## config.mk

```make
export PLATFORM = sky130hd
export DESIGN_NAME = dev_port
export DESIGN_NICKNAME = d
export VERILOG_FILES = /design/src/cpu_pkg.sv /design/src/dev_port.sv
export SDC_FILE = /design/constraint.sdc
export NUM_CORES = 1
export LEC_CHECK = 0
export ABC_AREA = 1
export ABC_CLOCK_PERIOD_IN_PS = 1000
export BUFFER_PORTS_ARGS = -buffer_cell sky130_fd_sc_hd__buf_2
export CAP_MARGIN = 10
export CORE_MARGIN = 4
export CORE_UTILIZATION = 30
export CTS_BUF_LIST = sky130_fd_sc_hd__clkbuf_16
export DETAILED_ROUTE_END_ITERATION = 10
export GPL_ROUTABILITY_DRIVEN = 1
export PLACE_DENSITY = 0.58
export SLEW_MARGIN = 20
export SYNTH_ARGS = -nofsm -noshare
export SYNTH_HDL_FRONTEND = slang
export SYNTH_SLANG_ARGS = --single-unit
export TNS_END_PERCENT = 20
```

## constraint.sdc

```tcl
create_clock -name i_clk -period 1 [get_ports i_clk]
set_clock_uncertainty 0.05 [all_clocks]
set_input_delay 0.2 -clock i_clk [delete_from_list [all_inputs] [get_ports i_clk]]
set_output_delay 0.2 -clock i_clk [all_outputs]
set_load 0.03 [all_outputs]
```

## src/cpu_pkg.sv

```systemverilog
`default_nettype none

package cpu_pkg;

    localparam int DATA_W      = 16;                // data word width
    localparam int ADDR_W      = 11;                // microcode address width
    localparam int MEM_DEPTH   = 2048;              // microcode words
    localparam int STACK_DEPTH = 16;                // default cells per stack

    localparam logic [3:0] DEV_OUT_REG = 4'h0;      // parallel output register
    localparam logic [3:0] DEV_IN_REG  = 4'h1;      // synchronized input register

    typedef logic [DATA_W-1:0] word_t;              // one data word
    typedef logic [ADDR_W-1:0] uaddr_t;             // one microcode address

    localparam word_t WORD_ONE  = 16'h0001;         // right operand constants
    localparam word_t WORD_MSB  = 16'h8000;
    localparam word_t WORD_ONES = 16'hFFFF;
    localparam word_t UC_NOP    = 16'h0000;         // instruction held after reset

    // stack effects, top of stack on the right
    typedef enum logic [2:0] {
        ST_NONE = 3'd0,                             // ( -- )
        ST_DROP = 3'd1,                             // ( a -- )
        ST_PUSH = 3'd2,                             // ( -- v )
        ST_RPLC = 3'd3,                             // ( a -- v )
        ST_SWAP = 3'd4,                             // ( a b -- b a )
        ST_ROT  = 3'd5,                             // ( a b c -- b c a )
        ST_OVER = 3'd6,                             // ( a b -- a b a )
        ST_DRPL = 3'd7                              // ( a b -- v ) for binary ALU ops
    } stack_op_e;

    typedef enum logic [3:0] {
        ALU_PASS = 4'h0,                            // left operand
        ALU_ADD  = 4'h1,
        ALU_SUB  = 4'h2,                            // left minus right
        ALU_AND  = 4'h4,
        ALU_XOR  = 4'h5,
        ALU_OR   = 4'h6,
        ALU_ROL  = 4'h7,                            // left rotated by one
        ALU_MEM  = 4'hF                             // memory op, ALU bypassed
    } alu_op_e;

    // left: top, second, return top, zero
    // right: top, one, 0x8000, all-ones
    typedef enum logic [1:0] {
        SEL_0 = 2'd0,
        SEL_1 = 2'd1,
        SEL_2 = 2'd2,
        SEL_3 = 2'd3
    } alu_sel_e;

    typedef enum logic [2:0] {
        RNG_UCODE = 3'd0,                           // microcode read/write at top
        RNG_PC    = 3'd1,                           // inline literal at pc, pc skips it
        RNG_FAIL  = 3'd2,                           // clears status
        RNG_DEV   = 3'd3                            // device registers, 4..7 do nothing
    } mem_rng_e;

    typedef struct packed {
        logic      ctrl;                            // 1 = control transfer
        logic      r_pc;                            // call or return
        logic [1:0] r_op;                           // return stack op / branch kind
        logic      d_drop;                          // extra drop in ALU phase
        stack_op_e d_op;
        alu_sel_e  alu_a;                           // mem op: {wr, rng[2]}
        alu_sel_e  alu_b;                           // mem op: rng[1:0]
        alu_op_e   alu_op;
    } instr_t;

    typedef struct packed {
        logic  en;                                  // single-cycle strobe
        logic  wr;
        word_t addr;
        word_t wdata;
    } mem_req_t;

endpackage

`default_nettype wire

```

## src/dev_port.sv

```systemverilog
`timescale 1ns/1ps
`default_nettype none

module dev_port import cpu_pkg::*; (
    input  wire           i_clk,
    input  wire           i_rst_n,
    input  wire mem_req_t i_req,                    // register id in addr[3:0]
    input  wire word_t    i_in_data,                // asynchronous input word
    output word_t         o_rdata,
    output logic          o_out_valid,              // one cycle per write
    output word_t         o_out_data
);

    word_t      sync_q1;
    word_t      sync_q2;
    logic [3:0] reg_id;
    logic       wr_out;

    assign reg_id  = i_req.addr[3:0];
    assign wr_out  = i_req.en && i_req.wr && (reg_id == DEV_OUT_REG);
    assign o_rdata = (reg_id == DEV_IN_REG) ? sync_q2 : '0;  // unknown ids read zero

    always_ff @(posedge i_clk or negedge i_rst_n) begin
        if (!i_rst_n) begin
            sync_q1     <= '0;
            sync_q2     <= '0;
            o_out_valid <= 1'b0;
        end else begin
            sync_q1     <= i_in_data;               // two-stage sync
            sync_q2     <= sync_q1;
            o_out_valid <= wr_out;
        end
    end

    always_ff @(posedge i_clk) begin
        if (wr_out) o_out_data <= i_req.wdata;      // held until next write
    end

endmodule

`default_nettype wire

```

# Yosys cells after proc, flatten, opt, wreduce, memory -nomap -nowiden
# Index checks and enable logic that the tools add are counted.
[op_classes]
n_reduce_logical = 3
muxes = 1
eq_ne = 1
[ops]
columns = ["operator", "count"]
rows = [
  ["$mux 16", 1],
  ["$eq 4x1->1 const B", 1],
  ["$logic_not 4->1", 1],
  ["$logic_and 1x1->1", 2],
]
[totals]
output_inout_bits = 33
regBits = 49

# Longest topological paths before layout
# Gate-level depths: netlist of the first run.
[logic_depth]
ltp_word = 2
mapped_depth = 5
depth_no_buf = 4

# Worst setup path before layout of the first run
# Ideal clock, no wire load.
[synth_path]
path_kind = "input to register"
from = "in i_req[19] (netlist bit)"
to = "reg o_out_data[0], enable pin"
setup_ns = 0.390
setup_slack_ns = -0.537
n_path_buf = 0
stages = 3
t_arrival_ns = 1.097
t_required_ns = 0.560
path_cell_list = "nor2_2 nand2_1 nor2_1"
[synth_between]
elab_chain_cells = 2
[synth_rtl]
columns = ["item", "line_no", "text"]
rows = [
  ["start: declaration", "dev_port.sv:7", "input wire mem_req_t i_req,"],
  ["$logic_not 4->1", "dev_port.sv:20", "assign wr_out = i_req.en && i_req.wr && (reg_id == DEV_OUT_REG);"],
  ["$logic_and 1x1->1", "dev_port.sv:20", ""],
  ["named net wr_out", "dev_port.sv:17", "logic wr_out;"],
  ["end signal: assignment", "dev_port.sv:36", "if (wr_out) o_out_data <= i_req.wdata;"],
  ["end: declaration", "dev_port.sv:11", "output word_t o_out_data"],
]
# The timed path passes the listed nets, and every way through them passes these cells.
# A chain may end at the register's enable or synchronous reset.

# Worst setup path after layout of the first run
[layout_path]
from = "in i_req[19] (netlist bit)"
to = "out o_rdata[5]"
[layout_between]
elab_chain_cells = 2
[layout_rtl]
columns = ["item", "line_no", "text"]
rows = [
  ["$eq 4x1->1", "dev_port.sv:21", "assign o_rdata = (reg_id == DEV_IN_REG) ? sync_q2 : '0;"],
  ["$mux 16", "dev_port.sv:21", ""],
  ["end: declaration", "dev_port.sv:9", "output word_t o_rdata,"],
]
# No other way between the ends.

==> results.toml, run 1 <==
[floorplanning]
start_util_pct = 31.3
die_area_sq_um = 6200
placementRows = 25
io_pins = 85
die_w_um = 78.7
design.core.area_sq_um = 4790
die_h_um = 78.7

[sta]
rsz0062_at_grt = "true"
slew_headroom_pct = 88.6
worst_slack_ps = -168
worst_slew_pin_slew_ps = 171
fmax_mhz = 856
min_period_ps = 1170
setup_viol = 49
drv_slew = 0
timing.final.crit_share_pct = 117
hold_viol = 0

[setup_path]
critPathKind = "in -> out"
cp_data_arrival_time_ps = 920
end_kind = "output port"
crit_fanout = 8
r2r_cells = 0
setup.worst_path.start_class = "input pin"
crit_required_ps = 750
reg2reg_to = "sync_q2[9]$_DFF_PN0_"
r2r_start = "sync_q1[9]$_DFF_PN0_"
rrSetupSlack_ps = 470

[cts]
clk_pin_slew_ps = 60
clk-insertion-delay-late_ps = 280
cts.path.max_buffers = 2
htreeDepth = 2
clockRootBuffer = "clkbuf_16"
cts_buffers = 5
cts_tree = "built"
clock-sinks = 49

[hold_path]
holdPathStages = 1
hold_class = "in -> reg"
hold_start = "i_req[15]"
min_to = "o_out_data[15]$_DFFE_PP_"

[cells_and_area]
drive_gt1_share_pct = 58.5
syn2layout_area_growth_pct = 79.5
diodes = 0
fillers = 397
design_area_sq_um = 2690
final_cell_mix = "buf_2, buf_6, dfrtp_1, nor2_4, dlygate4sd3_1"
fin_cells = 260
nNetsFinal = 244

[power_and_ir_drop]
switchingPower_uw = 809
pwr-share-clk_pct = 37.6
p_sw_share_pct = 20.0
p_leak_nw = 1.24
p_seq_share_pct = 53.8
p_int_mw = 3.23
power_mw = 4.04
power_density_nw_per_um2 = 1500
p_comb_share_pct = 8.6
irDropWorstVdd_mv = 0.934

[detailed_routing]
drt-met1-wl_mm = 1.26
final_antenna_net_count = 0
highest_layer = "met4"
wl_met3_um = 270
drt-wirelength-per-cell_um = 13.3
drtIter0Drc = 28
drc = 0
drt_first_pass_iters = 2
vias = 999
wl_met2_mm = 1.88
avgViaCountPerCell = 3.84
drt_wl_total_mm = 3.45

[run_status]
outcome = "finished, violations left"
violations = "negative setup slack"

[global_routing]
antenna_found_initial = 0
grt_pass1_wl_mm = 5.52
grt-ovfl-total = 0
grt_pass1_vias = 1150
grt_max_degree = 34
grt.total_usage_pct = 12.0

[synthesis]
avgSynthCellArea_sq_um = 16.7
synth-seq-cells = 49
ys_warn_count = 0
yosysUniqueCellTypes = 8
ys_seq_area_share_pct = 87.1
synth_cells = 90
synth.net_count = 142
netlist_area_sq_um = 1500

[place]
place_congestion = 0.644
port_buffers = 72
pre_cts_ws_ps = -228
dp.final_hpwl_mm = 2.18
dp.cells = 231
placed_area_sq_um = 2010

[run]
max_cap_viol_count = 0
==> routing by layer <==
metal	vias up	track usage [%]
met5	-	0
met4	0	4.72
met3	5	4.65
met2	46	20.9
met1	475	13.2
li1	473	-
==> flip-flops by register name (all words and copies together) (netlist names) <==
register     cells
sync_q1         16
o_out_data      16
sync_q2         16
o_out_valid      1
==> cell usage after synthesis <==
library cell	count	area, sq um
inv_1	17	63.8
nand2_2	1	6.26
nand2_1	2	7.51
nor2_1	8	30.0
buf_6	1	11.3
dfrtp_1	33	826
nor2_2	12	75.1
edfxtp_1	16	480
==> critical path: stages <==
cell,delay [ps]
buf_6,100
nor2_4,130
nand2_4,90
buf_16,170
nor2_4,90
buf_6,140
==> power by group through the flow <==
| stage | Combinational [mW] | Sequential [mW] | Clock (mW) |
|---|---|---|---|
| 4_1_cts | 0.333 | 2.17 | 1.55 |
| 6_report | 0.347 | 2.17 | 1.52 |
| 2_1_floorplan | 0.0634 | 2.21 | 0 |
| 3_3_place_gp | 0.214 | 2.20 | 0 |
| 3_5_place_dp | 0.220 | 2.21 | 0 |
| 5_1_grt | 0.380 | 2.18 | 1.64 |
==> stage by stage <==
step	TNS (ps)	utilization, %	hold slack (ps)
after floorplan	-2550	-	-146
after detailed placement	-5940	42.0	115
after global routing	-7460	56.3	32.0
after CTS	-5230	55.1	36.2
final	-5400	56.3	42.0
after global placement	-5090	42.0	112
==> repair_timing <==
action,CTS,global route
buffers inserted,3,0
endpoints found under the setup margin,33,49
endpoints found under the hold margin,49,0
gates resized for setup,85,15
hold buffers,17,0
cloned,1,0
pin swaps,7,5
==> logic make-up after synthesis <==
logic type	after synthesis	share of synthesized area, %
flops	49	87.1
buf+inv	18	5.00
simple gates	23	7.92
==> final cells by class <==
class,count,area (sq um),area share [%]
clock buffers,5,125,4.65
clock inverters,3,11.3,0.418
inverters,17,63.8,2.37
multi-input cells,23,236,8.78
flip-flops and latches,49,1310,48.5
well taps,67,83.8,3.11
repair buffers,96,866,32.2
==> worst max path at each step <==
stage               from  depth (start not counted)                      end
5_1_grt        i_req[19]                          6              o_rdata[13]
6_report       i_req[19]                          6               o_rdata[5]
3_3_place_gp   i_req[19]                          6              o_rdata[13]
4_1_cts        i_req[18]                          6              o_rdata[12]
2_1_floorplan  i_req[19]                          3  o_out_data[0]$_DFFE_PP_
3_5_place_dp   i_req[19]                          6               o_rdata[2]
No activity file was read; power rests on OpenSTA's default activity.
==> run 2: changes to the inputs <==
==> constraint.sdc (replaced) <==
create_clock -name i_clk -period 1 [get_ports i_clk]
set_clock_uncertainty 0.05 [all_clocks]
set_input_delay 0.15 -clock i_clk [delete_from_list [all_inputs] [get_ports i_clk]]
set_output_delay 0.15 -clock i_clk [all_outputs]
set_load 0.03 [all_outputs]
==> results.toml, run 2 (synthesized netlist as in run 1, its figures left out) <==
[run_status]
outcome = "finished, violations left"
violations = "negative setup slack"

[sta]
drv_slew = 0
slew_headroom_pct = 88.5
worst_hold_slack_ps = 10.8
fmax_mhz = 900
min_period_ps = 1110
worst_slack_ps = -111
tns_ps = -1530
hold_viol = 0
worst_slew_pin_slew_ps = 172
rsz0062_at_grt = "true"
setup_viol = 31
timing.final.crit_share_pct = 111

[cells_and_area]
nNetsFinal = 256
diodes = 0
drive_gt1_share_pct = 53.7
syn2layout_area_growth_pct = 84.3
final_cell_mix = "buf_2, buf_6, dfrtp_1, dlygate4sd3_1, edfxtp_1"
reg.largest.list = "o_out_data: 16 flops, sync_q1: 16 flops, sync_q2: 16 flops"
final_core_util_pct = 57.8
final_common_cell = "buf_2"

[detailed_routing]
drc = 0
drt-wirelength-per-cell_um = 12.6
drt_wl_total_mm = 3.44
final_antenna_net_count = 0
drt_first_pass_iters = 4
drtIter0Drc = 19
avgViaCountPerCell = 3.90
vias = 1060

[setup_path]
rrSetupSlack_ps = 470
r2r_start = "sync_q1[6]$_DFF_PN0_"
crit_fanout = 1
cp_data_arrival_time_ps = 910
crit_required_ps = 800
critPathKind = "reg -> out"
r2r_cells = 0
reg2reg_to = "sync_q2[6]$_DFF_PN0_"
setup.worst_path.start_class = "flip-flop"
end_kind = "output port"

[cts]
cts_tree = "built"
cts_buffers = 5
clk-insertion-delay-late_ps = 270
cts_setup_buffers = 0
htreeDepth = 2
clk_pin_slew_ps = 60
clock-sinks = 49
clockRootBuffer = "clkbuf_16"
cts.path.max_buffers = 2

[floorplanning]
start_util_pct = 31.3
placementRows = 25
die_h_um = 78.7
design.core.area_sq_um = 4790
die_area_sq_um = 6200
io_pins = 85
die_w_um = 78.7

[power_and_ir_drop]
power_density_nw_per_um2 = 1470
irDropWorstVdd_mv = 0.948
power_mw = 4.05
p_leak_nw = 1.27

[place]
port_buffers = 72
dp.final_hpwl_mm = 2.17
place_congestion = 0.632

[global_routing]
grt-ovfl-total = 0
grt_max_degree = 34
antenna_found_initial = 0
grt.total_usage_pct = 11.5
grt_pass1_wl_mm = 5.33
grt_pass1_vias = 1152

[hold_path]
hold_start = "i_req[11]"
hold_class = "in -> reg"
holdPathStages = 1
min_to = "o_out_data[11]$_DFFE_PP_"

[run]
max_cap_viol_count = 0
[run 2: power breakdown]
group / internal [mW] / switching (mW) / total, mW
Clock: 0.898 / 0.615 / 1.51
Sequential: 2.15 / 0.0223 / 2.17
Combinational: 0.208 / 0.162 / 0.370
[run 2: layout make-up]
type / instances / area, sq um
Clock inverter: 3 / 11.3
Sequential cell: 49 / 1310
Inverter: 17 / 63.8
Fill cell: 380 / 2020
Tap cell: 67 / 83.8
Timing Repair Buffer: 108 / 981
Multi-Input combinational cell: 23 / 194
Clock buffer: 5 / 125
[run 2: routing by layer]
metal	GRT usage, %	share of wire [%]	vias to the layer above
met5	0	0	-
li1	-	-	497
met4	3.67	1.1	0
met3	5.22	9.8	4
met2	19.9	54	47
met1	12.4	35	512
[run 2: how the worst max path moves through the flow]
stage                     depth (start not counted)             startpoint                       to  slack [ps]
final                                             3   sync_q2[5]$_DFF_PN0_               o_rdata[5]        -110
after global routing                              3  sync_q2[11]$_DFF_PN0_              o_rdata[11]        -150
after CTS                                         3   sync_q2[8]$_DFF_PN0_               o_rdata[8]        -100
after detailed placement                          6              i_req[19]               o_rdata[4]        -120
after global placement                            6              i_req[19]               o_rdata[6]        -100
after floorplan                                   3              i_req[19]  o_out_data[0]$_DFFE_PP_         -30
[run 2: through the flow]
stage	setup slack (ps)	area (sq um)	cells
5_1_grt	-154	2770	272
3_3_place_gp	-95.2	2010	231
6_report	-111	2770	272
2_1_floorplan	-32.0	1520	90
4_1_cts	-96.0	2660	270
3_5_place_dp	-119	2010	231
[run 2: worst max-delay path: stages (launching register included)]
cell	delay, ps
dfrtp_1	340
inv_2	50
nor2_4	110
buf_6	140
[run 2: what timing repair did]
| action | CTS | global route |
|---|---|---|
| cloned | 0 | 1 |
| pin swaps | 13 | 10 |
| gates resized for setup | 66 | 23 |
| hold endpoints to repair | 63 | 1 |
| hold buffers | 31 | 1 |
| endpoints found under the setup margin | 33 | 33 |
