==> config.mk <==
export PLATFORM = sky130hd
export DESIGN_NAME = stack_lifo
export DESIGN_NICKNAME = d
export VERILOG_FILES = /design/src/cpu_pkg.sv /design/src/stack_lifo.sv
export SDC_FILE = /design/constraint.sdc
export NUM_CORES = 1
export LEC_CHECK = 0
export BUFFER_PORTS_ARGS = -buffer_cell sky130_fd_sc_hd__buf_4
export CORE_MARGIN = 2
export CORE_UTILIZATION = 55
export DETAILED_ROUTE_END_ITERATION = 8
export PLACE_DENSITY = 0.73
export SLEW_MARGIN = 0
export SYNTH_ARGS = -nofsm -noshare
export SYNTH_HDL_FRONTEND = slang
export SYNTH_SLANG_ARGS = --single-unit
==> constraint.sdc <==
create_clock -name i_clk -period 9.71 [get_ports i_clk]
set_input_delay 2.913 -clock i_clk [delete_from_list [all_inputs] [get_ports i_clk]]
set_output_delay 2.913 -clock i_clk [all_outputs]
set_load 0.05 [all_outputs]
==> src/cpu_pkg.sv <==
`default_nettype none

package cpu_pkg;

    localparam int DATA_W      = 16;                // data word width
    localparam int ADDR_W      = 11;                // microcode address width
    localparam int MEM_DEPTH   = 2048;              // microcode words
    localparam int STACK_DEPTH = 16;                // default cells per stack

    localparam logic [3:0] DEV_OUT_REG = 4'h0;      // parallel output register
    localparam logic [3:0] DEV_IN_REG  = 4'h1;      // synchronized input register

    typedef logic [DATA_W-1:0] word_t;              // one data word
    typedef logic [ADDR_W-1:0] uaddr_t;             // one microcode address

    localparam word_t WORD_ONE  = 16'h0001;         // right operand constants
    localparam word_t WORD_MSB  = 16'h8000;
    localparam word_t WORD_ONES = 16'hFFFF;
    localparam word_t UC_NOP    = 16'h0000;         // instruction held after reset

    // stack effects, top of stack on the right
    typedef enum logic [2:0] {
        ST_NONE = 3'd0,                             // ( -- )
        ST_DROP = 3'd1,                             // ( a -- )
        ST_PUSH = 3'd2,                             // ( -- v )
        ST_RPLC = 3'd3,                             // ( a -- v )
        ST_SWAP = 3'd4,                             // ( a b -- b a )
        ST_ROT  = 3'd5,                             // ( a b c -- b c a )
        ST_OVER = 3'd6,                             // ( a b -- a b a )
        ST_DRPL = 3'd7                              // ( a b -- v ) for binary ALU ops
    } stack_op_e;

    typedef enum logic [3:0] {
        ALU_PASS = 4'h0,                            // left operand
        ALU_ADD  = 4'h1,
        ALU_SUB  = 4'h2,                            // left minus right
        ALU_AND  = 4'h4,
        ALU_XOR  = 4'h5,
        ALU_OR   = 4'h6,
        ALU_ROL  = 4'h7,                            // left rotated by one
        ALU_MEM  = 4'hF                             // memory op, ALU bypassed
    } alu_op_e;

    // left: top, second, return top, zero
    // right: top, one, 0x8000, all-ones
    typedef enum logic [1:0] {
        SEL_0 = 2'd0,
        SEL_1 = 2'd1,
        SEL_2 = 2'd2,
        SEL_3 = 2'd3
    } alu_sel_e;

    typedef enum logic [2:0] {
        RNG_UCODE = 3'd0,                           // microcode read/write at top
        RNG_PC    = 3'd1,                           // inline literal at pc, pc skips it
        RNG_FAIL  = 3'd2,                           // clears status
        RNG_DEV   = 3'd3                            // device registers, 4..7 do nothing
    } mem_rng_e;

    typedef struct packed {
        logic      ctrl;                            // 1 = control transfer
        logic      r_pc;                            // call or return
        logic [1:0] r_op;                           // return stack op / branch kind
        logic      d_drop;                          // extra drop in ALU phase
        stack_op_e d_op;
        alu_sel_e  alu_a;                           // mem op: {wr, rng[2]}
        alu_sel_e  alu_b;                           // mem op: rng[1:0]
        alu_op_e   alu_op;
    } instr_t;

    typedef struct packed {
        logic  en;                                  // single-cycle strobe
        logic  wr;
        word_t addr;
        word_t wdata;
    } mem_req_t;

endpackage

`default_nettype wire

==> src/stack_lifo.sv <==
`timescale 1ns/1ps
`default_nettype none

module stack_lifo import cpu_pkg::*; #(
    parameter int DEPTH = STACK_DEPTH               // at least 3 for rot
) (
    input  wire            i_clk,
    input  wire            i_rst_n,
    input  wire word_t     i_value,                 // value for push/replace
    input  wire stack_op_e i_op,
    output word_t          o_s0,                    // top
    output word_t          o_s1                     // second
);

    word_t cells [DEPTH];                           // cells[0] is the top

    assign o_s0 = cells[0];
    assign o_s1 = cells[1];

    always_ff @(posedge i_clk) begin
        case (i_op)
            ST_DROP: begin
                for (int i = 0; i < DEPTH - 1; i++) cells[i] <= cells[i+1];
            end
            ST_PUSH: begin
                cells[0] <= i_value;
                for (int i = 1; i < DEPTH; i++) cells[i] <= cells[i-1];
            end
            ST_RPLC: cells[0] <= i_value;
            ST_SWAP: begin
                cells[0] <= cells[1];
                cells[1] <= cells[0];
            end
            ST_ROT: begin
                cells[0] <= cells[2];               // third comes up
                cells[1] <= cells[0];
                cells[2] <= cells[1];
            end
            ST_OVER: begin
                cells[0] <= cells[1];               // copy of second on top
                for (int i = 1; i < DEPTH; i++) cells[i] <= cells[i-1];
            end
            ST_DRPL: begin
                cells[0] <= i_value;                // two operands become one result
                for (int i = 1; i < DEPTH - 1; i++) cells[i] <= cells[i+1];
            end
            default: ;                              // none
        endcase
    end

    a_op_known: assert property (
        @(posedge i_clk) disable iff (!i_rst_n) !$isunknown(i_op)
    ) else $error("undefined stack op");

endmodule

`default_nettype wire

# Word-level counts from Yosys, hierarchy flattened
# Memories as Yosys holds them, arrays and structs flattened.
# Cells that the tools add are included.
# totals
register_bits,0
latchBits,0
ramBits,256
mem_bits_ro,0
inputBits,21
out_inout_bits,32
elab_cells,126
memories,1
# memory_table
memory,depth,width,read_ports,rd_clocked_by_memory_dff,write_ports,line_no,source
cells,16,16,16,0,16,stack_lifo.sv:15,word_t cells [DEPTH];
# classes
n_addsub,0
mul,0
n_div,0
n_lt_le_gt_ge,0
n_eq_ne,7
n_shift,0
muxes,66
bitwise,52
reduce_logical,0
# ops
op,count
$mux 16,52
$or 1x1->1,52
$mux 1,14
$eq 3x3->1 const B,4
$eq 3x2->1 const B,2
$eq 3x1->1 const B,1

# Depth between registers and ports, before layout
# Gate-level depths: netlist of the first run.
# logic_depth
word_depth,9
depth_mapped,8

# Least setup slack after synthesis of the first run
# No wires, ideal clock.
# synth_timing
path_kind,input-to-reg
startpoint,input port i_op[2]
endpoint,memory cells[0][100] (netlist name) (enable)
setup_time_ps,555
arrival_ps,7546
required_ps,9155
path_slack_ps,1609
stages,4
path_buffers,1
cell_sequence,buf_2 -> inv_1 -> nand2_1 -> xnor2_1
# synth_rtl
element,line_no,source
"start, declared",stack_lifo.sv:10,"input wire stack_op_e i_op,"
"end, declared",stack_lifo.sv:15,

==> impl_results.md, run 1 <==
- Top delay family on crit path: simple AND/OR/NAND/NOR gates
- Worst Tran Pin Value: about 1.0 ns
- Detailed Route Iter0 Violations: between 500 and 600
- Clock root buffer: clkbuf_16
- Crit end category: flip-flop
- Total chip power: a little under 3 mW
- Crit Path Class: in2reg
- Antenna fix cells: 0
- Clock Latency Late Sink: roughly 0.51 ns
- Final worst-path cycle share: 0.538
- Worst slew margin: 0.306
- Maximum clock path buffer count: 3
- I/O pin cnt: 53
- Final Instance Count excl. Fillers: between 1,000 and 1,500
- Post-Route WL: a little under 20 mm
- Multi-input gate area: 3180 µm²
- Filler cells: 1,530
- Chip Width: 148 µm
- DIE AREA: 21,800 µm²
- Clock Sinks: roughly 260
- Slew Viols, Final: 0
- Clk slew on worst S/H paths: ~0.06 ns
- CP required: slightly below 10 ns
- Inst Count DP: about 1,100
- P&R area growth vs syn: 11.1%
- Crit path launch type: input pin
- Distinct cells, synth: 21
- CP Max Fanout: 63
- Status: finished clean
- Fin Setup TNS: 0 ns
- Avg Inst Size Synth: approximately 13 µm²
- Routability Congestion: approximately 0.75
- Vias in the first global route: 6,586
- CP most frequent cell: buf_4
- Cell Rows: 52
- Largest register by flop count: cells
- Initial Util: 0.560
- Max reg flops: 256
- Final Hold Vio Count: 0
- Hpwl dp: 11.3 mm
- DRC Markers: 0
- Setup Skew: roughly 0.0085 ns
- Buf/Inv on CP: 2
- Gr ovfl total: 0
- First-pass GRT wire length: approximately 32 mm
- Slowest cell on the critical path: nand3_1
- Port Buffers: 51
- Final setup violation count: 0
- RSZ-0062 raised after global routing: no
- Via count: 6,309
- Util after Layout: 0.622
- Antenna violations before repair: 0
- Postcts setup bufs: 0
- Crit path DAT: around 5.2 ns
- Drt wl/cell: between 15 and 20 µm
- Max Cap Viol: 0
- Pin count of the biggest net entering global routing: ~80
- Crit-path max cell delay: 0.78 ns
- Synthesized flop and latch total: about 260
- Synthesized area: between 10,000 and 15,000 µm²
- Min Clock Period, post-route: ~5.2 ns
- Reg area: slightly below 8000 µm²
- Syn Nets: between 800 and 900
- Power Density: 236 nW/µm²
- Chip height: between 100 and 150 µm
- DR pass1 iterations: 5
- Nets: 897
- Proportion of layout cells with a drive suffix above 1: 0.260
- Antenna Nets Post-Route: 0
- Leak pwr: just under 5 nW
- Core area: a little over 20,000 µm²
- Crit-path cells: buf_4, nand2b_4, buf_4, nand3_1
- Largest regs: cells x256
- H-tree depth: 1
- CTS buffer count: 26
- Max frequency: about 0.19 GHz
- CTS tree: yes
- GRT Resource Usage Total: 0.182
- Syn Inst Count: around 870
- Ys Warns: 0
- Hold WC Path Type: reg2reg
- Post-CTS sizing: 0
- Vias/cell: 5.42
- Worst VDD drop: 0.000186 V
- Seq/Total Area, Yosys: 0.679
- CTS Hold Bufs: 0
==> power breakdown <==
group / switching [mW] / internal (mW) / total, mW
Combinational: 0.233 / 0.158 / 0.391
Clock: 0.405 / 0.664 / 1.07
Sequential: 0.0838 / 1.43 / 1.51
Total: 0.722 / 2.25 / 2.97
==> per-layer routing <==
metal	global-route usage	wire, µm
met4	0.0452	325
met3	0.0272	906
met2	0.305	9540
met5	0	0
met1	0.253	8700
==> worst paths after layout <==
kind	startpoint	end	slack (ns)	cells after the start
max	i_op[0]	cells[0][19]$_DFFE_PP_	4.48	4
min	cells[0][237]$_DFFE_PP_	cells[0][253]$_DFFE_PP_	0.45	0
max reg2reg	cells[0][30]$_DFFE_PP_	cells[0][14]$_DFFE_PP_	8.47	3
min reg2reg	cells[0][237]$_DFFE_PP_	cells[0][253]$_DFFE_PP_	0.45	0
==> cells in the mapped netlist <==
master    count  area (µm²)
nand2_1     339        1270
edfxtp_1    256        7690
mux2_2      118        1330
buf_4        33         248
o22ai_1      32         200
buf_2        23         115
a21oi_1      16        80.1
clkbuf_1     15        56.3
mux2_4       10         150
xnor2_1       6        52.6
buf_1         5        18.8
buf_6         3        33.8
nor2_1        3        11.3
nand2b_1      2        12.5
buf_12        1        20.0
inv_1         1        3.75
inv_2         1        3.75
nand2_2       1        6.26
nand3_1       1        5.00
o21a_1        1        7.51
o21ai_4       1        16.3
==> logic make-up (layout without fill, tap and decap cells) <==
group,after synthesis,after routing,synth area share
compound gates,50,50,0.0268
buf+inv,82,109,0.0441
xor+xnor,6,6,0.00464
flops,256,256,0.679
mux,128,128,0.131
simple gates,346,346,0.115
==> placed cells by master, fill, tap and decap left out, drive strengths merged, types with 6 or more instances in the layout <==
cell type | netlist | routed
nand2 | 340 | 340
edfxtp | 256 | 256
mux2 | 128 | 128
buf | 65 | 60
o22ai | 32 | 32
clkbuf | 15 | 31
a21oi | 16 | 16
clkinv | 0 | 9
bufinv | 0 | 6
xnor2 | 6 | 6
==> through the flow <==
stage / setup WS, ns / hold slack [ns] / instance area (µm²)
after floorplan: 1.61 / 0.422 / 11300
after global placement: 3.92 / 0.427 / 11700
after detailed placement: 3.92 / 0.431 / 11700
after CTS: 4.46 / 0.452 / 12600
after global routing: 4.24 / 0.458 / 12600
final: 4.48 / 0.448 / 12600
==> area by class of cell <==
class | count | area share
clock buffer | 31 | 0.0549
clock inverter | 16 | 0.0179
inverter | 2 | 0.000796
multi-input combinational | 530 | 0.253
sequential | 256 | 0.611
tap | 270 | 0.0268
timing repair buffer | 60 | 0.0358
No activity file was read; power rests on OpenSTA's default activity.
==> run 2: changes to the inputs <==
--- a/config.mk
+++ b/config.mk
@@ -9,7 +9,7 @@
 export CORE_MARGIN = 2
 export CORE_UTILIZATION = 55
 export DETAILED_ROUTE_END_ITERATION = 8
-export PLACE_DENSITY = 0.73
+export PLACE_DENSITY = 0.75
 export SLEW_MARGIN = 0
 export SYNTH_ARGS = -nofsm -noshare
 export SYNTH_HDL_FRONTEND = slang
==> constraint.sdc (replaced) <==
create_clock -name i_clk -period 4.35 [get_ports i_clk]
set_input_delay 1.305 -clock i_clk [delete_from_list [all_inputs] [get_ports i_clk]]
set_output_delay 1.305 -clock i_clk [all_outputs]
set_load 0.05 [all_outputs]
==> impl_results.md, run 2 (synthesis results as in run 1) <==
- Clock Latency Late Sink: around 0.51 ns
- H-tree depth: 1
- Clk slew on worst S/H paths: approximately 0.06 ns
- Vias in the first global route: 6,565
- Final setup violation count: 0
- Max reg flops: roughly 260
- Via count: about 6,300
- Maximum clock path buffer count: 3
- Proportion of layout cells with a drive suffix above 1: 0.261
- R2r endpoint: cells[0][14]$_DFFE_PP_
- Cell Rows: 52
- Post-CTS sizing: 0
- Final Hold Vio Count: 0
- Power Density: just over 500 nW/µm²
- Status: finished clean
- Initial Util: 0.560
- Leak pwr: between 4 and 5 nW
- Setup slack after layout: 1.48 ns
- Crit path launch type: input pin
- Antenna violations before repair: 0
- Worst Tran Pin Value: 0.803 ns
- CTS tree: yes
- Gr ovfl total: 0
- Antenna fix cells: 0
- Most frequent cells in the layout: 338 x nand2_1, 256 x edfxtp_1, 118 x mux2_2, 59 x buf_4, 32 x o22ai_1
- Antenna Nets Post-Route: 0
- CP Max Fanout: 36
- Crit. Startpoint: i_op[2]
- Reg2Reg Depth: 3
- Nets: 899
- Final worst-path cycle share: 0.661
- Post-Route WL: 19.4 mm
- Drt wl/cell: about 17 µm
- Detailed Route Iter0 Violations: 549
- Hold WC Path Type: reg2reg
- Clock Sinks: between 200 and 300
- Crit path DAT: between 3 and 4 ns
- Chip Width: ~150 µm
- I/O pin cnt: 53
- P&R area growth vs syn: 10.4%
- Design area: about 13,000 µm²
- Filler cells: ~1,500
- Core area: roughly 20,000 µm²
- Routability Congestion: 0.756
- Worst VDD drop: 0.000355 V
- First-pass GRT wire length: between 30 and 40 mm
- Crit end category: flip-flop
- Postcts setup bufs: 0
- Worst slew margin: 0.465
- DIE AREA: approximately 22,000 µm²
- Placed Area: between 10,000 and 15,000 µm²
- CTS Hold Bufs: 0
- DRC Markers: 0
- Crit path to: cells[0][124]$_DFFE_PP_
- RR Startpoint: cells[0][30]$_DFFE_PP_
- Crit Path Class: in2reg
- Port Buffers: between 50 and 60
- Vias/cell: 5.42
- Max Cap Viol: 0
- Max frequency: approximately 0.35 GHz
- Fin Setup TNS: 0 ns
- Commonest non-fill, non-tap cell in the layout: nand2_1
- GRT Resource Usage Total: 0.182
- CTS buffer count: 25
- Place WS: roughly 0.96 ns
- Setup Skew: between 0.01 and 0.015 ns
- Chip height: roughly 150 µm
- Largest regs: cells x256
- Hpwl dp: roughly 11 mm
- Largest register by flop count: cells
- Clock root buffer: clkbuf_16
- RSZ-0062 raised after global routing: no
- Pin count of the biggest net entering global routing: around 130
- Min Clock Period, post-route: approximately 2.9 ns
- DR pass1 iterations: 4
- Reg2reg setup slack: ~3.0 ns
- CP required: between 4 and 5 ns
- Slew Viols, Final: 0
-- run 2: cell count changes in the layout (fill, tap and decap cells not counted), sizes merged --
cell	delta
clkinvlp	-1
buf	+3
bufinv	-4
clkbuf	-2
clkinv	+2
-- run 2: cell type report --
class                           count  area [µm²]  share of cell area
Sequential cell                   256        7690               0.614
Multi-Input combinational cell    530        3200               0.256
Clock buffer                       29         641              0.0512
Timing Repair Buffer               63         523              0.0418
Tap cell                          270         338              0.0270
Clock inverter                     13         110             0.00880
Inverter                            2        10.0            0.000800
-- run 2: stage by stage --
step                      total power [mW]   util  instances  hold WS [ns]
final                                 6.29  0.618       1163         0.449
after global routing                  6.54  0.618       1163         0.465
after CTS                             6.34  0.618       1163         0.446
after detailed placement              4.32  0.581       1121         0.438
after global placement                4.29  0.581       1121         0.428
after floorplan                       4.10      -        868         0.422
-- run 2: worst min path at each step --
stage	depth (start not counted)	slack, ns	endpoint	startpoint
after floorplan	0	0.42	cells[0][240]$_DFFE_PP_	cells[0][224]$_DFFE_PP_
after global placement	0	0.43	cells[0][247]$_DFFE_PP_	cells[0][231]$_DFFE_PP_
after detailed placement	0	0.44	cells[0][253]$_DFFE_PP_	cells[0][237]$_DFFE_PP_
after CTS	0	0.45	cells[0][254]$_DFFE_PP_	cells[0][238]$_DFFE_PP_
after global routing	0	0.46	cells[0][247]$_DFFE_PP_	cells[0][231]$_DFFE_PP_
final	0	0.45	cells[0][253]$_DFFE_PP_	cells[0][237]$_DFFE_PP_
-- run 2: critical path: stages --
cell	delay [ns]
buf_4	0.24
inv_1	0.20
nand2_1	0.34
xnor2_4	0.59
buf_4	0.37
-- run 2: layer usage --
layer  vias to the layer above  routed length (µm)  GRT usage
met5                         -                   0          0
met4                         0                 348     0.0423
li1                       3046                   -          -
met3                        30                 539     0.0259
met1                      3140                8690      0.250
met2                        85                9810      0.310
-- run 2: report_power, final --
| part | total [mW] | internal [mW] | switching, mW |
|---|---|---|---|
| logic | 0.885 | 0.364 | 0.522 |
| registers | 3.38 | 3.18 | 0.193 |
| clock network | 2.03 | 1.16 | 0.865 |
| total | 6.29 | 4.71 | 1.58 |
