===== config.mk =====
export PLATFORM = sky130hd
export DESIGN_NAME = alu
export DESIGN_NICKNAME = d
export VERILOG_FILES = /design/src/cpu_pkg.sv /design/src/alu.sv
export SDC_FILE = /design/constraint.sdc
export NUM_CORES = 1
export LEC_CHECK = 0
export BUFFER_PORTS_ARGS = -buffer_cell sky130_fd_sc_hd__buf_2
export CORE_ASPECT_RATIO = 1.25
export CORE_UTILIZATION = 25
export DETAILED_ROUTE_END_ITERATION = 8
export GPL_ROUTABILITY_DRIVEN = 0
export REMOVE_ABC_BUFFERS = 1
export SKIP_LAST_GASP = 1
export SLEW_MARGIN = 20
export SYNTH_ARGS = -nofsm -noshare
export SYNTH_HDL_FRONTEND = slang
export SYNTH_SLANG_ARGS = --single-unit

===== constraint.sdc =====
create_clock -name vclk -period 7.1
set_input_delay 1.42 -clock vclk [all_inputs]
set_output_delay 1.42 -clock vclk [all_outputs]
set_load 0.02 [all_outputs]

===== src/cpu_pkg.sv =====
`default_nettype none

package cpu_pkg;

    localparam int DATA_W      = 16;                // data word width
    localparam int ADDR_W      = 11;                // microcode address width
    localparam int MEM_DEPTH   = 2048;              // microcode words
    localparam int STACK_DEPTH = 16;                // default cells per stack

    localparam logic [3:0] DEV_OUT_REG = 4'h0;      // parallel output register
    localparam logic [3:0] DEV_IN_REG  = 4'h1;      // synchronized input register

    typedef logic [DATA_W-1:0] word_t;              // one data word
    typedef logic [ADDR_W-1:0] uaddr_t;             // one microcode address

    localparam word_t WORD_ONE  = 16'h0001;         // right operand constants
    localparam word_t WORD_MSB  = 16'h8000;
    localparam word_t WORD_ONES = 16'hFFFF;
    localparam word_t UC_NOP    = 16'h0000;         // instruction held after reset

    // stack effects, top of stack on the right
    typedef enum logic [2:0] {
        ST_NONE = 3'd0,                             // ( -- )
        ST_DROP = 3'd1,                             // ( a -- )
        ST_PUSH = 3'd2,                             // ( -- v )
        ST_RPLC = 3'd3,                             // ( a -- v )
        ST_SWAP = 3'd4,                             // ( a b -- b a )
        ST_ROT  = 3'd5,                             // ( a b c -- b c a )
        ST_OVER = 3'd6,                             // ( a b -- a b a )
        ST_DRPL = 3'd7                              // ( a b -- v ) for binary ALU ops
    } stack_op_e;

    typedef enum logic [3:0] {
        ALU_PASS = 4'h0,                            // left operand
        ALU_ADD  = 4'h1,
        ALU_SUB  = 4'h2,                            // left minus right
        ALU_AND  = 4'h4,
        ALU_XOR  = 4'h5,
        ALU_OR   = 4'h6,
        ALU_ROL  = 4'h7,                            // left rotated by one
        ALU_MEM  = 4'hF                             // memory op, ALU bypassed
    } alu_op_e;

    // left: top, second, return top, zero
    // right: top, one, 0x8000, all-ones
    typedef enum logic [1:0] {
        SEL_0 = 2'd0,
        SEL_1 = 2'd1,
        SEL_2 = 2'd2,
        SEL_3 = 2'd3
    } alu_sel_e;

    typedef enum logic [2:0] {
        RNG_UCODE = 3'd0,                           // microcode read/write at top
        RNG_PC    = 3'd1,                           // inline literal at pc, pc skips it
        RNG_FAIL  = 3'd2,                           // clears status
        RNG_DEV   = 3'd3                            // device registers, 4..7 do nothing
    } mem_rng_e;

    typedef struct packed {
        logic      ctrl;                            // 1 = control transfer
        logic      r_pc;                            // call or return
        logic [1:0] r_op;                           // return stack op / branch kind
        logic      d_drop;                          // extra drop in ALU phase
        stack_op_e d_op;
        alu_sel_e  alu_a;                           // mem op: {wr, rng[2]}
        alu_sel_e  alu_b;                           // mem op: rng[1:0]
        alu_op_e   alu_op;
    } instr_t;

    typedef struct packed {
        logic  en;                                  // single-cycle strobe
        logic  wr;
        word_t addr;
        word_t wdata;
    } mem_req_t;

endpackage

`default_nettype wire


===== src/alu.sv =====
`timescale 1ns/1ps
`default_nettype none

module alu import cpu_pkg::*; (
    input  wire alu_op_e  i_op,
    input  wire alu_sel_e i_sel_a,                  // left operand select
    input  wire alu_sel_e i_sel_b,                  // right operand select
    input  wire word_t    i_d0,                     // data top
    input  wire word_t    i_d1,                     // data second
    input  wire word_t    i_r0,                     // return top
    output word_t         o_result
);

    word_t arg_a;
    word_t arg_b;

    always_comb begin
        case (i_sel_a)
            SEL_0:   arg_a = i_d0;
            SEL_1:   arg_a = i_d1;
            SEL_2:   arg_a = i_r0;
            default: arg_a = '0;                    // zero, used by negate
        endcase
    end

    always_comb begin
        case (i_sel_b)
            SEL_0:   arg_b = i_d0;
            SEL_1:   arg_b = WORD_ONE;
            SEL_2:   arg_b = WORD_MSB;
            default: arg_b = WORD_ONES;             // -1, also invert via xor
        endcase
    end

    always_comb begin
        case (i_op)
            ALU_ADD: o_result = arg_a + arg_b;
            ALU_SUB: o_result = arg_a - arg_b;
            ALU_AND: o_result = arg_a & arg_b;
            ALU_XOR: o_result = arg_a ^ arg_b;
            ALU_OR:  o_result = arg_a | arg_b;
            ALU_ROL: o_result = {arg_a[DATA_W-2:0], arg_a[DATA_W-1]};  // msb wraps to bit 0
            default: o_result = arg_a;              // pass, mem ops unused
        endcase
    end

endmodule

`default_nettype wire


## Word level (Yosys, flattened, before mapping)

Cells that the tools add are included.

| storage, ports and cells | value |
|---|---|
| register bits | 0 |
| logic and storage cells | 20 |
| input bits | 56 |

| operators by class | value |
|---|---|
| $add $sub $neg | 2 |
| reduce and logical (&&, ||, !) cells | 2 |
| multiplexer cells | 3 |
| eq/ne operators | 10 |
| bitwise logic cells | 3 |

Operator list:

| operator | count |
|---|---|
| one-hot mux 16 bit (3 select lines) | 2 |
| one-hot mux 16 bit (6 select lines) | 1 |
| adder 16 bit | 1 |
| AND 16 bit | 1 |
| == test 4 x 3 -> 1 bit (second input constant) | 4 |
| OR 16 bit | 1 |
| subtractor 16 bit | 1 |
| XOR 16 bit | 1 |
| == test 2 x 1 -> 1 bit (second input constant) | 2 |
| == test 2 bit (second input constant) | 2 |
| == test 4 x 1 -> 1 bit (second input constant) | 1 |
| == test 4 x 2 -> 1 bit (second input constant) | 1 |
| logical NOT 2 bit | 2 |

## Depth between registers and ports, before layout

Gate-level depths: netlist of the first run.

| depth | value |
|---|---|
| depth after elaboration | 4 |
| depth in mapped cells | 20 |

## Worst setup path after synthesis of the first run

OpenSTA, ideal clock, no wires.

| timing | value |
|---|---|
| path kind | input to output |
| start | input i_sel_b[0] |
| end | output o_result[15] |
| required time | 5.680 ns |
| path slack | 0.932 ns |
| data arrival time | 4.748 ns |
| stages on the path | 20 |
| buffers on the path | 2 |
| path through | inv_1 -> ha_1 -> buf_2 -> nor2_1 -> clkbuf_1 -> a21oi_1 -> ha_1 -> nand2_1 -> nor2b_1 -> and4_1 -> a21oi_1 -> xnor2_1 -> ha_1 -> a21oi_1 -> nor2b_1 -> o21a_1 -> nor3_1 -> o31ai_1 -> xnor2_1 -> o221ai_1 |

| on the way | value |
|---|---|
| longest elaborated chain between the ends | 4 |

Ends and longest elaborated chain:

| what | line | RTL |
|---|---|---|
| start, declared | alu.sv:7 | `input wire alu_sel_e i_sel_b,` |
| == test 2 bit (tied with other cells) | alu.sv:27 | `case (i_sel_b)` |
| one-hot mux 16 bit (3 select lines) (*) | alu.sv:27 |  |
| subtractor 16 bit (tied with other cells) | alu.sv:38 | `ALU_SUB: o_result = arg_a - arg_b;` |
| one-hot mux 16 bit (6 select lines) (*) | alu.sv:36 | `case (i_op)` |
| end, declared | alu.sv:11 | `output word_t o_result` |

Every way passes the cells marked *; elsewhere a longest branch is shown, timed or not.

## Worst setup path after layout of the first run

Ends and elaborated chain as after synthesis.

==> results.txt, run 1 <==
- The sequential cells in the finished layout cover a total of 0 um^2.
- STA puts the critical path data arrival time at around 5200 ps.
* Detailed-route vias per instance: 5.28
- Met2 wire length: roughly 4700 um
- The via count of the first global-routing pass came to around 3200.
- Layout sequential cell count: 0
- Critical Path Source Type: primary input
- Max Fanout on Critical Path: 6
* Synthesis warning total: 0
* Detailed-routing iteration count for the pre-antenna-repair pass: 4
* Average wire length per cell after detail routing: about 16 um
* Unrepaired setup endpoints after global routing: false
* Relative max-transition margin: between 40% and 50%
- In the routed design, unresolved DRC markers number 0.
- Sequential share of the synthesized area: 0%
- In this run the vertical extent of the chip is 117 um.
* Horizontal die dimension: around 94 um
- The final max-slew violation count came to 0.
* Metal1 wirelength: around 4000 um
* Max VDD drop: between 0.03 and 0.04 mV
* Number of antenna violations at the first check in global routing: 0
- Synthesized area: 2650 um^2
- Final Cell Area: around 3200 um^2
* Hold Path Depth: 4
* Crit Path Category: primary input to output port
* Design Power: 0.346 mW
* Static Leak: between 1.5 and 2 nW
- Wire segments on met3 add up to roughly 380 um in the final route.
* Placed standard-cell area: between 3000 and 4000 um^2
* Required time at the worst-slack endpoint: about 5700 ps
- Number of endpoints with negative hold slack in the final report: 0
* Full die area: 11000 um^2
* Cell Pwr Density: roughly 110 nW/um^2
- Global-route wire length before repair: between 15000 and 20000 um
- Nets@finish: between 500 and 600
- Counting every instance in the synthesized netlist gives between 300 and 400.
- After routing, the total negative slack on setup checks comes to 0 ps.
- Of all cell types, the one taking the most synthesized area is sky130_fd_sc_hd__ha_1.
* Post-synthesis to final-layout area growth: 19.8%
- The tool flagged a number of max-cap violations equal to 0.
* Worst hold path class: primary input to output port
- Entering global routing, the biggest net connects 19 pins.
- In the finished design, the share of the clock period the worst path needs comes to slightly above 90%.
* Final number of setup-violating endpoints: 0
* Post-cts hold buffer count: 0
- Worst Hold Path EP: o_result[4]
* Maximum frequency from static timing analysis: approximately 0.15 GHz
- The routed design has ~9400 um of wire.
* Overflow left after global routing: 0
* Diode count: 0
- The region available for standard cell placement spans just over 10000 um^2.
- In this run the top signal layer used is met4.
- Input and output buffers added on the ports amount to ~70.
* Cell types with the largest area share after synthesis: sky130_fd_sc_hd__ha_1 24%, sky130_fd_sc_hd__a21oi_1 8.3%, sky130_fd_sc_hd__mux2i_1 6.8%
- Across all layers, the routed design uses 3086 vias.
- Origin of the worst min-delay path: i_r0[4]
* Number of DRC markers in iteration 0: approximately 150
- CTS resizes: 0
- Portion of synthesized cell area occupied by the leading cell type: a little under a quarter
- I/O pin cnt: 72
* Number of post-CTS setup repair buffers: 0
- In the final layout, the share of cells above drive strength 1 is between 10% and 20%.
- Global routing consumed, over all layers together, between 15 and 20% of the routing resources.
* HPWL reported at the end of detailed placement: between 7000 and 8000 um
- The count of nets left with antenna violations once routing finished came out at 0.
* Tmin final: 6630 ps
* Result of the run: complete, no violations
- Counting distinct cell types in the post-synthesis netlist gives between 40 and 50.
- Number of placement rows: between 40 and 50
* Starting utilization of the core area: approximately a quarter
- Min Hold Slack: around 3300 ps
- At the pin with the least slew margin, the transition time is 795 ps.
- The worst setup path is captured at an output port.
* Mean area per synthesized cell: ~6.7 um^2
- Layout clock buffer count: 0
==> through the flow <==
stage          worst slack, ps  instances  util (%)
3_5_place_dp               509        584      31.0
3_3_place_gp               626        584      31.0
6_report                   468        584      31.0
4_1_cts                    488        584      31.0
5_1_grt                    110        584      31.0
2_1_floorplan              761        374         -
==> kinds of logic (layout without fill, tap and decap cells) <==
| group | after synthesis | count (layout) | synth area share (%) |
|---|---|---|---|
| AO/OA/AOI/OAI | 134 | 134 | 32.6 |
| XOR/XNOR | 27 | 27 | 8.94 |
| adder cells (fa/ha/maj) | 51 | 51 | 24.4 |
| buffers and inverters | 56 | 119 | 8.18 |
| multiplexers | 18 | 18 | 6.81 |
| AND/OR/NAND/NOR | 106 | 106 | 19.0 |
==> critical path, cell delays in order <==
cell and delay, ps:
sky130_fd_sc_hd__buf_2 120, sky130_fd_sc_hd__inv_1 50, sky130_fd_sc_hd__ha_1 270, sky130_fd_sc_hd__and3b_1 190, sky130_fd_sc_hd__or3_1 400, sky130_fd_sc_hd__inv_2 120
sky130_fd_sc_hd__ha_1 180, sky130_fd_sc_hd__nand2_1 90, sky130_fd_sc_hd__nor2b_1 190, sky130_fd_sc_hd__and4_1 250, sky130_fd_sc_hd__a21oi_1 90, sky130_fd_sc_hd__xnor2_1 130
sky130_fd_sc_hd__ha_1 350, sky130_fd_sc_hd__a21oi_1 260, sky130_fd_sc_hd__nor2b_1 80, sky130_fd_sc_hd__o21a_1 170, sky130_fd_sc_hd__nor3_1 180, sky130_fd_sc_hd__o31ai_1 120
sky130_fd_sc_hd__xnor2_1 140, sky130_fd_sc_hd__o221ai_1 210, sky130_fd_sc_hd__buf_2 220
==> area by class of cell <==
| cell class | instances | area [um^2] |
|---|---|---|
| Multi-Input combinational cell | 336 | 2440 |
| Tap cell | 129 | 161 |
| Fill cell | 1108 | 7040 |
| Inverter | 38 | 143 |
| Timing Repair Buffer | 81 | 428 |
==> cell usage after synthesis (all sizes together), types with 3 or more instances <==
master  count
nor2b       8
nand2b      6
nor3        3
mux2i      18
buf         6
o211ai      5
inv        38
a221oi     16
and3        4
a31oi       6
clkbuf     12
xor2        9
o21a        4
o221ai      8
nand2      28
a21o        7
xnor2      18
ha         50
o21ai      31
nor2       43
a21oi      44
==> metal layers <==
metal | global-route usage, % | up-vias
met4 | 4.82 | 0
met3 | 0.969 | 18
met2 | 33.3 | 83
met5 | 0 | -
met1 | 20.6 | 1450
li1 | - | 1535
==> layout by cell type, fill, tap and decap left out, types with 4 or more instances in the layout <==
| cell | instances |
|---|---|
| sky130_fd_sc_hd__buf_2 | 72 |
| sky130_fd_sc_hd__ha_1 | 50 |
| sky130_fd_sc_hd__a21oi_1 | 44 |
| sky130_fd_sc_hd__nor2_1 | 42 |
| sky130_fd_sc_hd__inv_1 | 37 |
| sky130_fd_sc_hd__nand2_1 | 28 |
| sky130_fd_sc_hd__o21ai_0 | 25 |
| sky130_fd_sc_hd__mux2i_1 | 18 |
| sky130_fd_sc_hd__xnor2_1 | 18 |
| sky130_fd_sc_hd__a221oi_1 | 16 |
| sky130_fd_sc_hd__xor2_1 | 9 |
| sky130_fd_sc_hd__buf_4 | 9 |
| sky130_fd_sc_hd__o221ai_1 | 8 |
| sky130_fd_sc_hd__nor2b_1 | 7 |
| sky130_fd_sc_hd__a21o_1 | 7 |
| sky130_fd_sc_hd__nand2b_1 | 6 |
| sky130_fd_sc_hd__a31oi_1 | 6 |
| sky130_fd_sc_hd__o21ai_1 | 6 |
| sky130_fd_sc_hd__o211ai_1 | 5 |
| sky130_fd_sc_hd__and3_1 | 4 |
| sky130_fd_sc_hd__o21a_1 | 4 |
==> how the worst max path moves through the flow <==
stage,startpoint,endpoint,depth (start not counted)
after floorplan,i_sel_b[0],o_result[15],19
after global placement,i_sel_b[0],o_result[15],21
after detailed placement,i_sel_b[0],o_result[15],21
after CTS,i_sel_b[0],o_result[15],21
after global routing,i_sel_b[1],o_result[12],16
final,i_sel_b[0],o_result[15],21
==> power breakdown <==
part | internal, mW | total, mW | switching [mW]
Combinational | 0.138 | 0.346 | 0.208
Clock | 0 | 0 | 0
Sequential | 0 | 0 | 0
Total | 0.138 | 0.346 | 0.208
(Power assumes the default switching activity.)
==> inputs of run 2 (changes only) <==
--- a/config.mk
+++ b/config.mk
@@ -10,6 +10,7 @@
 export CORE_UTILIZATION = 25
 export DETAILED_ROUTE_END_ITERATION = 8
 export GPL_ROUTABILITY_DRIVEN = 0
+export PLACE_DENSITY = 0.55
 export REMOVE_ABC_BUFFERS = 1
 export SKIP_LAST_GASP = 1
 export SLEW_MARGIN = 20
==> run 2 against run 1 <==
Net effect: setup slack better by 160 ps; fmax grew 2.4%; first-iteration DRC count is 11% higher; hold slack improved by 5.7 ps; utilization down 0.098 points; via count shrank 2.0%; critical path type unchanged; largest power group unchanged; die area is the same.
==> results.txt, run 2 (same netlist as run 1, synthesis figures left out) <==
- Cells fill a little under a third of the core in the end.
* Total via count after detailed routing: just over 3000
- Crit Path Category: primary input to output port
- The first routing iteration left approximately 160 violations.
- The final count of hold timing violations is 0.
- Leaving out fill and tap cells, the most frequent cell in the layout is sky130_fd_sc_hd__buf_2.
- Once the clock tree was built, the setup fixing pass inserted 0 buffers.
- Relative to the synthesized area, the layout overhead comes to 19.4%.
- The number of antenna violations at the first check in global routing was 1.
- The via count of the first global-routing pass is a little over 3000.
* Final cycle utilization of the critical path: around 91%
- Placement Setup Slack: 656 ps
- CP endpoint kind: output port
- For the final routed database, the setup TNS stands at 0 ps.
* Commonest cells after routing, fill and taps aside: 72 x sky130_fd_sc_hd__buf_2, 50 x sky130_fd_sc_hd__ha_1, 44 x sky130_fd_sc_hd__a21oi_1, 42 x sky130_fd_sc_hd__nor2_1, 37 x sky130_fd_sc_hd__inv_1
* Number of placement rows: just over 40
- The layout has 0 clock buffers.
* GRT Util Overall: ~17%
* Count of buffers inserted at the top-level ports: 72
- Starting utilization of the core area: 25.9%
* Antenna viol nets, final: 0
* Hold Path Depth: 4
- Horizontal die dimension: roughly 94 um
- Nets@finish: between 500 and 600
- The final max-slew violation count is 0.
- The worst hold path belongs to the class primary input to output port.
- Arr. time, crit path: 5060 ps
- The number of gates resized after CTS was 0.
- For this design the top-level I/O count stands at a little over 70.
- Once detailed placement completed, the half-perimeter wirelength came to 7460 um.
* Final Cell Area: 3160 um^2
- Max Fanout on Critical Path: 5
- Placed standard-cell area: ~3200 um^2
- After detailed routing, the total wire length is 9300 um.
- In the routed design, unresolved DRC markers number 0.
- Result of the run: complete, no violations
* Worst Slack Setup Final: roughly 620 ps
- The first global-routing pass estimated between 10000 and 15000 um of wire.
- For this design the static power due to leakage is ~1.6 nW.
- Detailed-route vias per instance: between 5 and 6
- Full die area: around 11000 um^2
* Layout sequential cell count: 0
- At the worst endpoint, the required time is 5680 ps.
* Max-cap violations: 0
* Design Power: between 0.3 and 0.4 mW
- Average wire length per cell after detail routing: 15.9 um
- For the pin with the worst max-slew slack, the measured transition is just over 800 ps.
* Placeable core region: 10200 um^2
* Post-cts hold buffer count: 0
- Die H: approximately 120 um
- VDD sags by at most 0.0344 mV.
* Relative max-transition margin: 44.8%
* Number of fill cells: 1108
- Summing all flip-flop and latch instances after layout gives 0 um^2.
* Maximum frequency from static timing analysis: approximately 0.15 GHz
* Overflow left after global routing: 0
* Tmin final: ~6500 ps
- Cell Pwr Density: approximately 110 nW/um^2
- Critical Path Source Type: primary input
* Detailed-routing iteration count for the pre-antenna-repair pass: 4
- Setup violations remaining at the end of the flow were counted as 0.
* Pin count of the biggest net entering global routing: 23
- Unrepaired setup endpoints after global routing: false
- In the final layout, the share of cells above drive strength 1 is roughly a fifth.
==> run 2: cell count changes in the layout (fill, tap and decap cells not counted) <==
cell | before | now
sky130_fd_sc_hd__diode_2 | 0 | 1
sky130_fd_sc_hd__nor3_2 | 1 | 0
sky130_fd_sc_hd__nor3_1 | 2 | 3
sky130_fd_sc_hd__buf_4 | 9 | 8
==> run 2: final timing paths <==
path | startpoint | to | slack [ps]
max | i_sel_b[0] | o_result[12] | 620
min | i_r0[4] | o_result[4] | 3300
==> run 2: final cells by class <==
class	count	area (um^2)	share of cell area [%]
antenna	1	2.50	0.0792
inverter	38	143	4.52
multi-input combinational	336	2430	77.0
tap	129	161	5.11
timing repair buffer	80	420	13.3
==> run 2: where the power goes <==
group	internal (mW)	total (mW)	switching, mW	leakage (nW)
clock network	0.0000000188	0.0000000188	0	0.00000634
logic	0.138	0.343	0.205	1.61
registers	0	0	0	0
total	0.138	0.343	0.205	1.61
==> run 2: worst max-delay path, stage by stage <==
cell                        delay, ps
sky130_fd_sc_hd__buf_2            120
sky130_fd_sc_hd__inv_1             50
sky130_fd_sc_hd__ha_1             190
sky130_fd_sc_hd__and3b_1          160
sky130_fd_sc_hd__or3_1            410
sky130_fd_sc_hd__inv_2            130
sky130_fd_sc_hd__ha_1             180
sky130_fd_sc_hd__nand2_1          100
sky130_fd_sc_hd__o21ai_0          260
sky130_fd_sc_hd__xnor2_1          100
sky130_fd_sc_hd__ha_1             220
sky130_fd_sc_hd__a2111oi_0        530
sky130_fd_sc_hd__a21boi_1         190
sky130_fd_sc_hd__o31a_1           280
sky130_fd_sc_hd__or3_1            310
sky130_fd_sc_hd__a32o_1           260
sky130_fd_sc_hd__buf_2            160
==> run 2: metal layers <==
metal	global-route usage, %	up-vias	routed length, um
li1	-	1541	-
met1	20.6	1413	4130
met2	33.1	58	4700
met3	1.23	11	278
met4	3.49	0	193
met5	0	-	0
==> run 2: through the flow <==
step,instances,hold slack (ps)
5_1_grt,583,3370
2_1_floorplan,374,3200
3_3_place_gp,583,3300
6_report,584,3300
4_1_cts,583,3310
3_5_place_dp,583,3310
